### src/rtl/mm_pkg.sv
// Matrix dimensions, element widths and memory word types
// shared by the matrix-multiply engine
`default_nettype none

package mm_pkg;

    // Matrix shape, C = A x B
    localparam int ROWS_A = 4;  // Rows of A, must be even
    localparam int COLS_B = 4;  // Columns of B and of C
    localparam int INNER  = 8;  // Shared inner dimension

    // Memory word packing
    localparam int CHUNK  = 4;              // Elements per word
    localparam int BLOCKS = INNER / CHUNK;  // Words per row or column

    // Element widths, all signed
    localparam int WIDTH_A   = 8;
    localparam int WIDTH_B   = 8;
    localparam int WIDTH_OUT = 24;

    // Memory geometry
    localparam int IN_DEPTH  = ROWS_A * BLOCKS;  // A stored row-major
    localparam int W_DEPTH   = COLS_B * BLOCKS;  // B stored column-major
    localparam int IN_ADDR_W = $clog2(IN_DEPTH);
    localparam int W_ADDR_W  = $clog2(W_DEPTH);

    // Single elements
    typedef logic signed [WIDTH_A-1:0] a_elem_t;
    typedef logic signed [WIDTH_B-1:0] b_elem_t;

    // Element 0 sits in the low bits of a word
    typedef a_elem_t [CHUNK-1:0] in_word_t;
    typedef b_elem_t [CHUNK-1:0] w_word_t;

    // One element of C
    typedef logic signed [WIDTH_OUT-1:0] acc_t;

endpackage

`default_nettype wire
### src/rtl/ram_port_if.sv
// One RAM port: enable, write enable, address, write data, read data
`timescale 1ns/100ps
`default_nettype none

interface ram_port_if #(
    parameter type word_t = logic [31:0],  // Memory word
    parameter int  ADDR_W = 3
) ();

    logic              en;    // Port enable, read or write
    logic              we;    // Write when en also high
    logic [ADDR_W-1:0] addr;
    word_t             din;
    word_t             dout;  // Valid one cycle after a read

    // Controller side
    modport ctrl (output en, output we, output addr, output din, input dout);

    // Memory side
    modport mem (input en, input we, input addr, input din, output dout);

endinterface

`default_nettype wire

### src/rtl/mm_top.sv
// Top level: input and weight memories, sequencer,
// even-row and odd-row dot-product accumulators
`timescale 1ns/100ps
`default_nettype none

module mm_top (
    input  logic                         clk,
    input  logic                         rst_n,
    input  logic                         start,
    input  logic                         in_we,
    input  logic [mm_pkg::IN_ADDR_W-1:0] in_addr,
    input  mm_pkg::in_word_t             in_data,
    input  logic                         w_we,
    input  logic [mm_pkg::W_ADDR_W-1:0]  w_addr,
    input  mm_pkg::w_word_t              w_data,
    output logic                         out_valid,
    output mm_pkg::acc_t                 out_even,  // C[2*pair][col]
    output mm_pkg::acc_t                 out_odd,   // C[2*pair+1][col]
    output logic                         done
);

    logic blk_valid;
    logic blk_first;
    logic blk_last;
    logic res_valid;  // Even lane, odd lane runs in lockstep

    // Memory ports
    ram_port_if #(.word_t(mm_pkg::in_word_t), .ADDR_W(mm_pkg::IN_ADDR_W)) in_pa ();
    ram_port_if #(.word_t(mm_pkg::in_word_t), .ADDR_W(mm_pkg::IN_ADDR_W)) in_pb ();
    ram_port_if #(.word_t(mm_pkg::w_word_t),  .ADDR_W(mm_pkg::W_ADDR_W))  w_pa ();
    ram_port_if #(.word_t(mm_pkg::w_word_t),  .ADDR_W(mm_pkg::W_ADDR_W))  w_pb ();

    // A, row-major
    tdp_ram #(
        .word_t(mm_pkg::in_word_t),
        .DEPTH (mm_pkg::IN_DEPTH),
        .ADDR_W(mm_pkg::IN_ADDR_W)
    ) u_in_ram (
        .clk   (clk),
        .port_a(in_pa),
        .port_b(in_pb)
    );

    // B, column-major
    tdp_ram #(
        .word_t(mm_pkg::w_word_t),
        .DEPTH (mm_pkg::W_DEPTH),
        .ADDR_W(mm_pkg::W_ADDR_W)
    ) u_w_ram (
        .clk   (clk),
        .port_a(w_pa),
        .port_b(w_pb)
    );

    mm_sequencer u_seq (
        .clk      (clk),
        .rst_n    (rst_n),
        .start    (start),
        .in_we    (in_we),
        .in_addr  (in_addr),
        .in_data  (in_data),
        .w_we     (w_we),
        .w_addr   (w_addr),
        .w_data   (w_data),
        .res_valid(res_valid),
        .in_pa    (in_pa),
        .in_pb    (in_pb),
        .w_pa     (w_pa),
        .w_pb     (w_pb),
        .blk_valid(blk_valid),
        .blk_first(blk_first),
        .blk_last (blk_last),
        .done     (done)
    );

    // Even row lane
    dot_accumulator #(.a_t(mm_pkg::in_word_t), .b_t(mm_pkg::w_word_t)) u_acc_even (
        .clk      (clk),
        .rst_n    (rst_n),
        .a_word   (in_pa.dout),
        .b_word   (w_pb.dout),
        .blk_valid(blk_valid),
        .blk_first(blk_first),
        .blk_last (blk_last),
        .res      (out_even),
        .res_valid(res_valid)
    );

    // Odd row lane, same tags so its valid is redundant
    dot_accumulator #(.a_t(mm_pkg::in_word_t), .b_t(mm_pkg::w_word_t)) u_acc_odd (
        .clk      (clk),
        .rst_n    (rst_n),
        .a_word   (in_pb.dout),
        .b_word   (w_pb.dout),
        .blk_valid(blk_valid),
        .blk_first(blk_first),
        .blk_last (blk_last),
        .res      (out_odd),
        .res_valid()
    );

    assign out_valid = res_valid;

endmodule

`default_nettype wire

### src/rtl/dot_accumulator.sv
// Chunked dot product: registered products, adder tree,
// accumulation over the inner dimension
`timescale 1ns/100ps
`default_nettype none

module dot_accumulator #(
    parameter type a_t = mm_pkg::in_word_t,  // Word of CHUNK signed elements
    parameter type b_t = mm_pkg::w_word_t
) (
    input  logic         clk,
    input  logic         rst_n,
    input  a_t           a_word,
    input  b_t           b_word,
    input  logic         blk_valid,
    input  logic         blk_first,  // Load instead of add
    input  logic         blk_last,   // Present total after this block
    output mm_pkg::acc_t res,
    output logic         res_valid
);

    localparam int CHUNK  = mm_pkg::CHUNK;
    localparam int PROD_W = $bits(a_t) / CHUNK + $bits(b_t) / CHUNK;

    logic signed [PROD_W-1:0] prod_q [CHUNK];  // Stage one products
    logic                     valid_q;
    logic                     first_q;
    logic                     last_q;
    mm_pkg::acc_t             blk_sum;         // Tree output
    mm_pkg::acc_t             acc_q;

    // Stage one, element-wise signed products
    always_ff @(posedge clk) begin
        for (int i = 0; i < CHUNK; i++) begin
            prod_q[i] <= a_word[i] * b_word[i];
        end
    end

    always_ff @(posedge clk) begin
        if (!rst_n) begin
            valid_q <= 1'b0;
            first_q <= 1'b0;
            last_q  <= 1'b0;
        end else begin
            valid_q <= blk_valid;
            first_q <= blk_first;
            last_q  <= blk_last;
        end
    end

    // Heap-ordered tree: leaves at CHUNK..2*CHUNK-1, root at 1
    always_comb begin
        mm_pkg::acc_t node [1:2*CHUNK-1];
        for (int i = 0; i < CHUNK; i++) begin
            node[CHUNK + i] = mm_pkg::acc_t'(prod_q[i]);  // Sign extend
        end
        for (int n = CHUNK - 1; n >= 1; n--) begin
            node[n] = node[2 * n] + node[2 * n + 1];
        end
        blk_sum = node[1];
    end

    // Stage two, running sum across blocks
    always_ff @(posedge clk) begin
        if (!rst_n) begin
            acc_q     <= '0;
            res_valid <= 1'b0;
        end else begin
            res_valid <= valid_q & last_q;  // One pulse per element
            if (valid_q) begin
                acc_q <= first_q ? blk_sum : acc_q + blk_sum;
            end
        end
    end

    assign res = acc_q;  // Total is final when res_valid is high

endmodule

`default_nettype wire

### src/rtl/mm_sequencer.sv
// Phase control, RAM port multiplexing, chunked read address stepping,
// block tags and the sticky done flag
`timescale 1ns/100ps
`default_nettype none

module mm_sequencer (
    input  logic                           clk,
    input  logic                           rst_n,
    input  logic                           start,      // Ends the load phase
    // External write strobes, load phase only
    input  logic                           in_we,
    input  logic [mm_pkg::IN_ADDR_W-1:0]   in_addr,
    input  mm_pkg::in_word_t               in_data,
    input  logic                           w_we,
    input  logic [mm_pkg::W_ADDR_W-1:0]    w_addr,
    input  mm_pkg::w_word_t                w_data,
    input  logic                           res_valid,  // From even accumulator
    ram_port_if.ctrl                       in_pa,      // Even rows, also load port
    ram_port_if.ctrl                       in_pb,      // Odd rows
    ram_port_if.ctrl                       w_pa,       // Weight load port
    ram_port_if.ctrl                       w_pb,       // Weight read port
    output logic                           blk_valid,  // Tags aligned with RAM dout
    output logic                           blk_first,
    output logic                           blk_last,
    output logic                           done
);

    localparam int PAIRS   = mm_pkg::ROWS_A / 2;
    localparam int RESULTS = PAIRS * mm_pkg::COLS_B;  // res_valid pulses per run
    localparam int BLK_W   = (mm_pkg::BLOCKS > 1) ? $clog2(mm_pkg::BLOCKS) : 1;
    localparam int COL_W   = (mm_pkg::COLS_B > 1) ? $clog2(mm_pkg::COLS_B) : 1;
    localparam int PAIR_W  = (PAIRS > 1) ? $clog2(PAIRS) : 1;
    localparam int RES_W   = $clog2(RESULTS + 1);

    logic              load_phase;  // High from reset until start
    logic              issue_done;  // All reads issued
    logic              issuing;     // A read goes out this cycle
    logic [BLK_W-1:0]  blk_cnt;     // Chunk along the inner dimension
    logic [COL_W-1:0]  col_cnt;     // Column of B and C
    logic [PAIR_W-1:0] pair_cnt;    // Row pair of A and C
    logic [RES_W-1:0]  res_cnt;
    logic              blk_is_last;

    logic [mm_pkg::IN_ADDR_W-1:0] rd_addr_even;
    logic [mm_pkg::IN_ADDR_W-1:0] rd_addr_odd;
    logic [mm_pkg::W_ADDR_W-1:0]  rd_addr_w;

    assign issuing     = ~load_phase & ~issue_done;
    assign blk_is_last = (blk_cnt == BLK_W'(mm_pkg::BLOCKS - 1));

    // Row 2*pair on port A, row 2*pair+1 on port B
    assign rd_addr_even = mm_pkg::IN_ADDR_W'((2 * pair_cnt) * mm_pkg::BLOCKS + blk_cnt);
    assign rd_addr_odd  = mm_pkg::IN_ADDR_W'((2 * pair_cnt + 1) * mm_pkg::BLOCKS + blk_cnt);
    assign rd_addr_w    = mm_pkg::W_ADDR_W'(col_cnt * mm_pkg::BLOCKS + blk_cnt);

    // Input RAM port A: external writes in load, even-row reads in compute
    assign in_pa.en   = load_phase ? in_we : issuing;
    assign in_pa.we   = load_phase & in_we;
    assign in_pa.addr = load_phase ? in_addr : rd_addr_even;
    assign in_pa.din  = in_data;

    // Input RAM port B, read only
    assign in_pb.en   = issuing;
    assign in_pb.we   = 1'b0;
    assign in_pb.addr = rd_addr_odd;
    assign in_pb.din  = '0;

    // Weight RAM port A, write only
    assign w_pa.en   = load_phase & w_we;
    assign w_pa.we   = load_phase & w_we;
    assign w_pa.addr = w_addr;
    assign w_pa.din  = w_data;

    // Weight RAM port B, column reads
    assign w_pb.en   = issuing;
    assign w_pb.we   = 1'b0;
    assign w_pb.addr = rd_addr_w;
    assign w_pb.din  = '0;

    // Phase flag and block/column/pair stepping
    always_ff @(posedge clk) begin
        if (!rst_n) begin
            load_phase <= 1'b1;
            issue_done <= 1'b0;
            blk_cnt    <= '0;
            col_cnt    <= '0;
            pair_cnt   <= '0;
        end else begin
            if (load_phase && start) begin
                load_phase <= 1'b0;  // First read on the next edge
            end
            if (issuing) begin
                if (blk_is_last) begin
                    blk_cnt <= '0;
                    if (col_cnt == COL_W'(mm_pkg::COLS_B - 1)) begin
                        col_cnt <= '0;
                        if (pair_cnt == PAIR_W'(PAIRS - 1)) begin
                            pair_cnt   <= '0;
                            issue_done <= 1'b1;  // Last read just went out
                        end else begin
                            pair_cnt <= pair_cnt + 1'b1;
                        end
                    end else begin
                        col_cnt <= col_cnt + 1'b1;
                    end
                end else begin
                    blk_cnt <= blk_cnt + 1'b1;
                end
            end
        end
    end

    // Tags follow the read by one cycle, same as RAM dout
    always_ff @(posedge clk) begin
        if (!rst_n) begin
            blk_valid <= 1'b0;
            blk_first <= 1'b0;
            blk_last  <= 1'b0;
        end else begin
            blk_valid <= issuing;
            blk_first <= issuing & (blk_cnt == '0);
            blk_last  <= issuing & blk_is_last;
        end
    end

    // Result count, done sticks until reset
    always_ff @(posedge clk) begin
        if (!rst_n) begin
            res_cnt <= '0;
            done    <= 1'b0;
        end else if (res_valid && !done) begin
            res_cnt <= res_cnt + 1'b1;
            if (res_cnt == RES_W'(RESULTS - 1)) begin
                done <= 1'b1;
            end
        end
    end

endmodule

`default_nettype wire

### src/rtl/tdp_ram.sv
// Behavioral true-dual-port RAM, one-cycle read latency, write-first per port
`timescale 1ns/100ps
`default_nettype none

module tdp_ram #(
    parameter type word_t = logic [31:0],
    parameter int  DEPTH  = 8,
    parameter int  ADDR_W = 3
) (
    input  logic   clk,
    ram_port_if.mem port_a,
    ram_port_if.mem port_b
);

    word_t mem [DEPTH];  // Word storage

    logic [ADDR_W-1:0] addr_a;
    logic [ADDR_W-1:0] addr_b;

    assign addr_a = port_a.addr;
    assign addr_b = port_b.addr;

    // Write-first on each port with registered read data
    // Port B wins when both ports write one address
    always_ff @(posedge clk) begin
        if (port_a.en) begin
            if (port_a.we) begin
                mem[addr_a] <= port_a.din;
                port_a.dout <= port_a.din;  // Write-first
            end else begin
                port_a.dout <= mem[addr_a];
            end
        end
        if (port_b.en) begin
            if (port_b.we) begin
                mem[addr_b] <= port_b.din;
                port_b.dout <= port_b.din;  // Write-first
            end else begin
                port_b.dout <= mem[addr_b];
            end
        end
    end

endmodule

`default_nettype wire

### config.mk
export PLATFORM = sky130hd
export DESIGN_NAME = mm_top
export DESIGN_NICKNAME = d
export VERILOG_FILES = /design/src/rtl/mm_pkg.sv /design/src/rtl/ram_port_if.sv /design/src/rtl/mm_top.sv /design/src/rtl/dot_accumulator.sv /design/src/rtl/mm_sequencer.sv /design/src/rtl/tdp_ram.sv
export SDC_FILE = /design/constraint.sdc
export NUM_CORES = 2
export LEC_CHECK = 0
export BUFFER_PORTS_ARGS = -buffer_cell sky130_fd_sc_hd__buf_2
export CORE_MARGIN = 2
export CORE_UTILIZATION = 45
export DETAILED_ROUTE_END_ITERATION = 8
export RECOVER_POWER = 25
export SLEW_MARGIN = 20
export SYNTH_ARGS = -nofsm -noshare
export SYNTH_HDL_FRONTEND = slang
export SYNTH_SLANG_ARGS = --single-unit
### constraint.sdc
create_clock -name clk -period 9.5 [get_ports clk]
set_input_delay 0.95 -clock clk [delete_from_list [all_inputs] [get_ports clk]]
set_output_delay 0.95 -clock clk [all_outputs]
set_load 0.03 [all_outputs]
==> results.cfg <==
[run_status]
outcome = completed

[final_layout]
nNetsFinal = 5510
area_delta_synth_final_pct = 9.85
drive_above_1_share = 0.0910
design_area_mm2 = 0.0588

[floorplan]
rows = 126
die_area_mm2 = 0.122
core_area_mm2 = 0.118
ios = 125
die_h_um = 349
start_util = 0.453
die_w_um = 349

[timing]
drv_slew = 0
rsz0062_at_grt = no
tightest_slew_ps = 1080
layout_min_cycle_time_ps = 6160
tns_ps = 0
finalCritPeriodShare = 0.648
finClkSkew_ps = 62.2
maxSlewHeadroom = 0.271
finalHoldViolCount = 0
worst_hold_slack_ps = 473
layout_setup_ws_ps = 3340
timing.fmax_mhz = 162
setup_viol_count_final = 0

[yosys]
synth-simple-area-share = 0.0978
syn_area_mm2 = 0.0535
synth-async-reset-ratio = 0
synth.area.top_cells = edfxtp_1 34%, fa_1 17%, ha_1 9.0%, dfxtp_1 7.3%, inv_1 4.3%
ys_seq_elements = 802
synthCells = 4487
synth_fa_ha_area_frac = 0.257
ys_warn_count = 0
synth_edf_count = 608
synth-seq-area-share = 0.414
synth_mux_area_frac = 0.0496
yosysUniqueCellTypes = 71
yosys.area.top_type = edfxtp_1
synth.avg_cell_area_um2 = 11.9
synth_xor_area_frac = 0.0365
synth_top_area_frac = 0.341
synth-compound-area-share = 0.0924
synth_nets = 5394
synth_top_family_by_area = adder cells
synth_ff_type = edfxtp_1

[place]
post_dp_cell_area_mm2 = 0.0560
dp.final_hpwl_mm = 92.3
gp_congestion = 0.900
dp_slack_ps = 3490
portBuffers = 124

[clock_network]
clk_pin_slew_ps = 60
post_cts_resized = 0
post-cts-setup-buffers = 0
ctsHoldBuffers = 0
root_buffer = clkbuf_16
tritoncts = yes
ctsHtreeMaxLevel = 3
clockBufferDepth = 3
numCtsBuffers = 87
cts.sinks = 802
clk_latency_ps = 680

[route]
drcViolationCount = 0
dr_total_vias = 33594
routed_wirelength_mm = 128
vias_per_cell = 5.41
drt_iter0_drc = 2440
postRouteAntennaNets = 0
drt_pass1_iterations = 5
wl_per_cell_um = 20.6

[global_routing]
grt_pass1_wl_mm = 200
grt_max_degree = 86
grt_pass1_vias = 34228
grt_overflow = 0
grt_use_total = 0.213
grt_antenna_before_repair = 13

[min_path]
min_path_type = primary input to flip-flop

[worst_setup_path]
endpoint_kind = flip-flop
required_ps = 10050
worstSetupStartpointType = flip-flop
criticalPathCategory = flip-flop to flip-flop
worstPathMaxFanout = 7
arrival_ps = 6710

[job]
maxCapViolations = 0
[cells in the final DEF (no fill, tap or decap), types with 9 or more instances in the layout]
cell type,Yosys,layout
edfxtp_1,608,608
o31ai_1,39,39
fa_1,448,448
a211oi_1,28,28
o21ai_0,128,127
clkbuf_16,0,87
nand3_1,38,38
nor2_1,190,181
a221oi_1,64,64
buf_2,2,73
buf_4,0,33
a21o_1,60,60
a21boi_0,40,40
mux4_2,96,96
and2_1,310,309
o21bai_1,12,12
mux2_2,33,33
nor2b_1,30,30
inv_1,618,618
and3_1,22,17
nand2_1,280,280
a31oi_1,15,15
clkbuf_1,111,68
ha_1,384,384
or4_1,10,10
o41ai_1,9,9
nor2_4,0,9
xnor2_1,180,180
xor2_1,43,43
nor3_1,41,39
mux2i_1,12,11
o21a_1,17,17
nand2b_1,70,70
dfxtp_1,194,189
o211ai_1,11,11
or3_1,13,13
a21oi_1,150,150
a221o_1,65,65
clkinv_2,0,17
[layer usage]
metal / vias up / track usage / routed length [um]
met5: - / 0 / 71
met4: 10 / 0.0466 / 2650
met3: 148 / 0.0267 / 6330
met2: 766 / 0.348 / 59200
met1: 16875 / 0.305 / 59600
li1: 15795 / - / -
[sequential cells by signal, summed over array words and instances (netlist names), 2 cells and up]
| register | cells |
|---|---|
| u_w_ram.port_b.dout | 32 |
| u_acc_odd.prod_q | 64 |
| u_acc_even.prod_q | 64 |
| u_in_ram.port_a.dout | 32 |
| u_w_ram.mem | 256 |
| u_seq.res_cnt | 4 |
| u_seq.col_cnt | 2 |
| u_acc_odd.res | 24 |
| u_in_ram.mem | 256 |
| u_in_ram.port_b.dout | 32 |
| u_acc_even.res | 24 |
[final timing paths]
check / endpoint / start / cells past startpoint / slack, ps
setup / recovery: u_acc_odd.res[23] / u_acc_odd.prod_q[3][0] / 27 / 3340
hold / removal: u_seq.load_phase / start / 2 / 470
setup reg to reg: u_acc_odd.res[23] / u_acc_odd.prod_q[3][0] / 27 / 3340
hold reg to reg: u_acc_even.res_valid / u_acc_even.last_q / 1 / 470
[cells by family after synthesis]
group,count (synthesis)
AOI/OAI and AO/OA,704
xor gates and xnor gates,223
adders and majority gates,832
buffers and inverters,750
DFF,802
muxes,141
and+or+nand+nor,1035
[cell type report]
class	instances	area [um^2]
clock inverter	49	572
clock buffer	108	2300
tap	1536	1920
multi-input combinational	2935	28700
antenna	4	10.0
inverter	620	2330
fill	10424	59300
timing repair buffer	157	805
sequential	802	22200
[cells in the mapped netlist, types with 13 or more instances]
cell,instances
a221o_1,65
mux4_2,96
and2_1,310
or3_1,13
edfxtp_1,608
o21a_1,17
nand2_1,280
fa_1,448
o21ai_0,128
a221oi_1,64
dfxtp_1,194
o31ai_1,39
a21o_1,60
and3_1,22
buf_1,17
a211oi_1,28
mux2_2,33
inv_1,618
nor2_1,190
a21oi_1,150
nand3_1,38
xnor2_1,180
xor2_1,43
ha_1,384
nand2b_1,70
nor2b_1,30
a21boi_0,40
a31oi_1,15
clkbuf_1,111
nor3_1,41
[critical path, stage by stage, from the launching register on]
cell and delay (ps):
dfxtp_1 310, ha_1 170, inv_1 60, fa_1 400, nor2b_1 130, o21ai_0 100
a21boi_0 250, o21ai_0 110, nand2b_1 110, a31o_2 220, xor2_1 220, ha_1 320
a21o_1 200, a21o_1 210, a211oi_1 360, o31ai_1 180, o21a_1 260, a21o_1 210
xor2_1 150, ha_1 410, and3_1 200, nor2b_1 220, nor4b_1 390, o2111ai_1 230
nand3_1 110, o211ai_1 100, a21boi_0 140, o31a_1 290
[per-stage QoR]
stage          std cells  utilization
6_report            6211        0.498
5_1_grt             6208        0.498
4_1_cts             6207        0.498
3_5_place_dp        6050        0.474
3_3_place_gp        6050        0.474
2_1_floorplan       4487            -
Power is not shown: default switching activity piles up to over one toggle a cycle in this logic, so the estimate is an artifact.
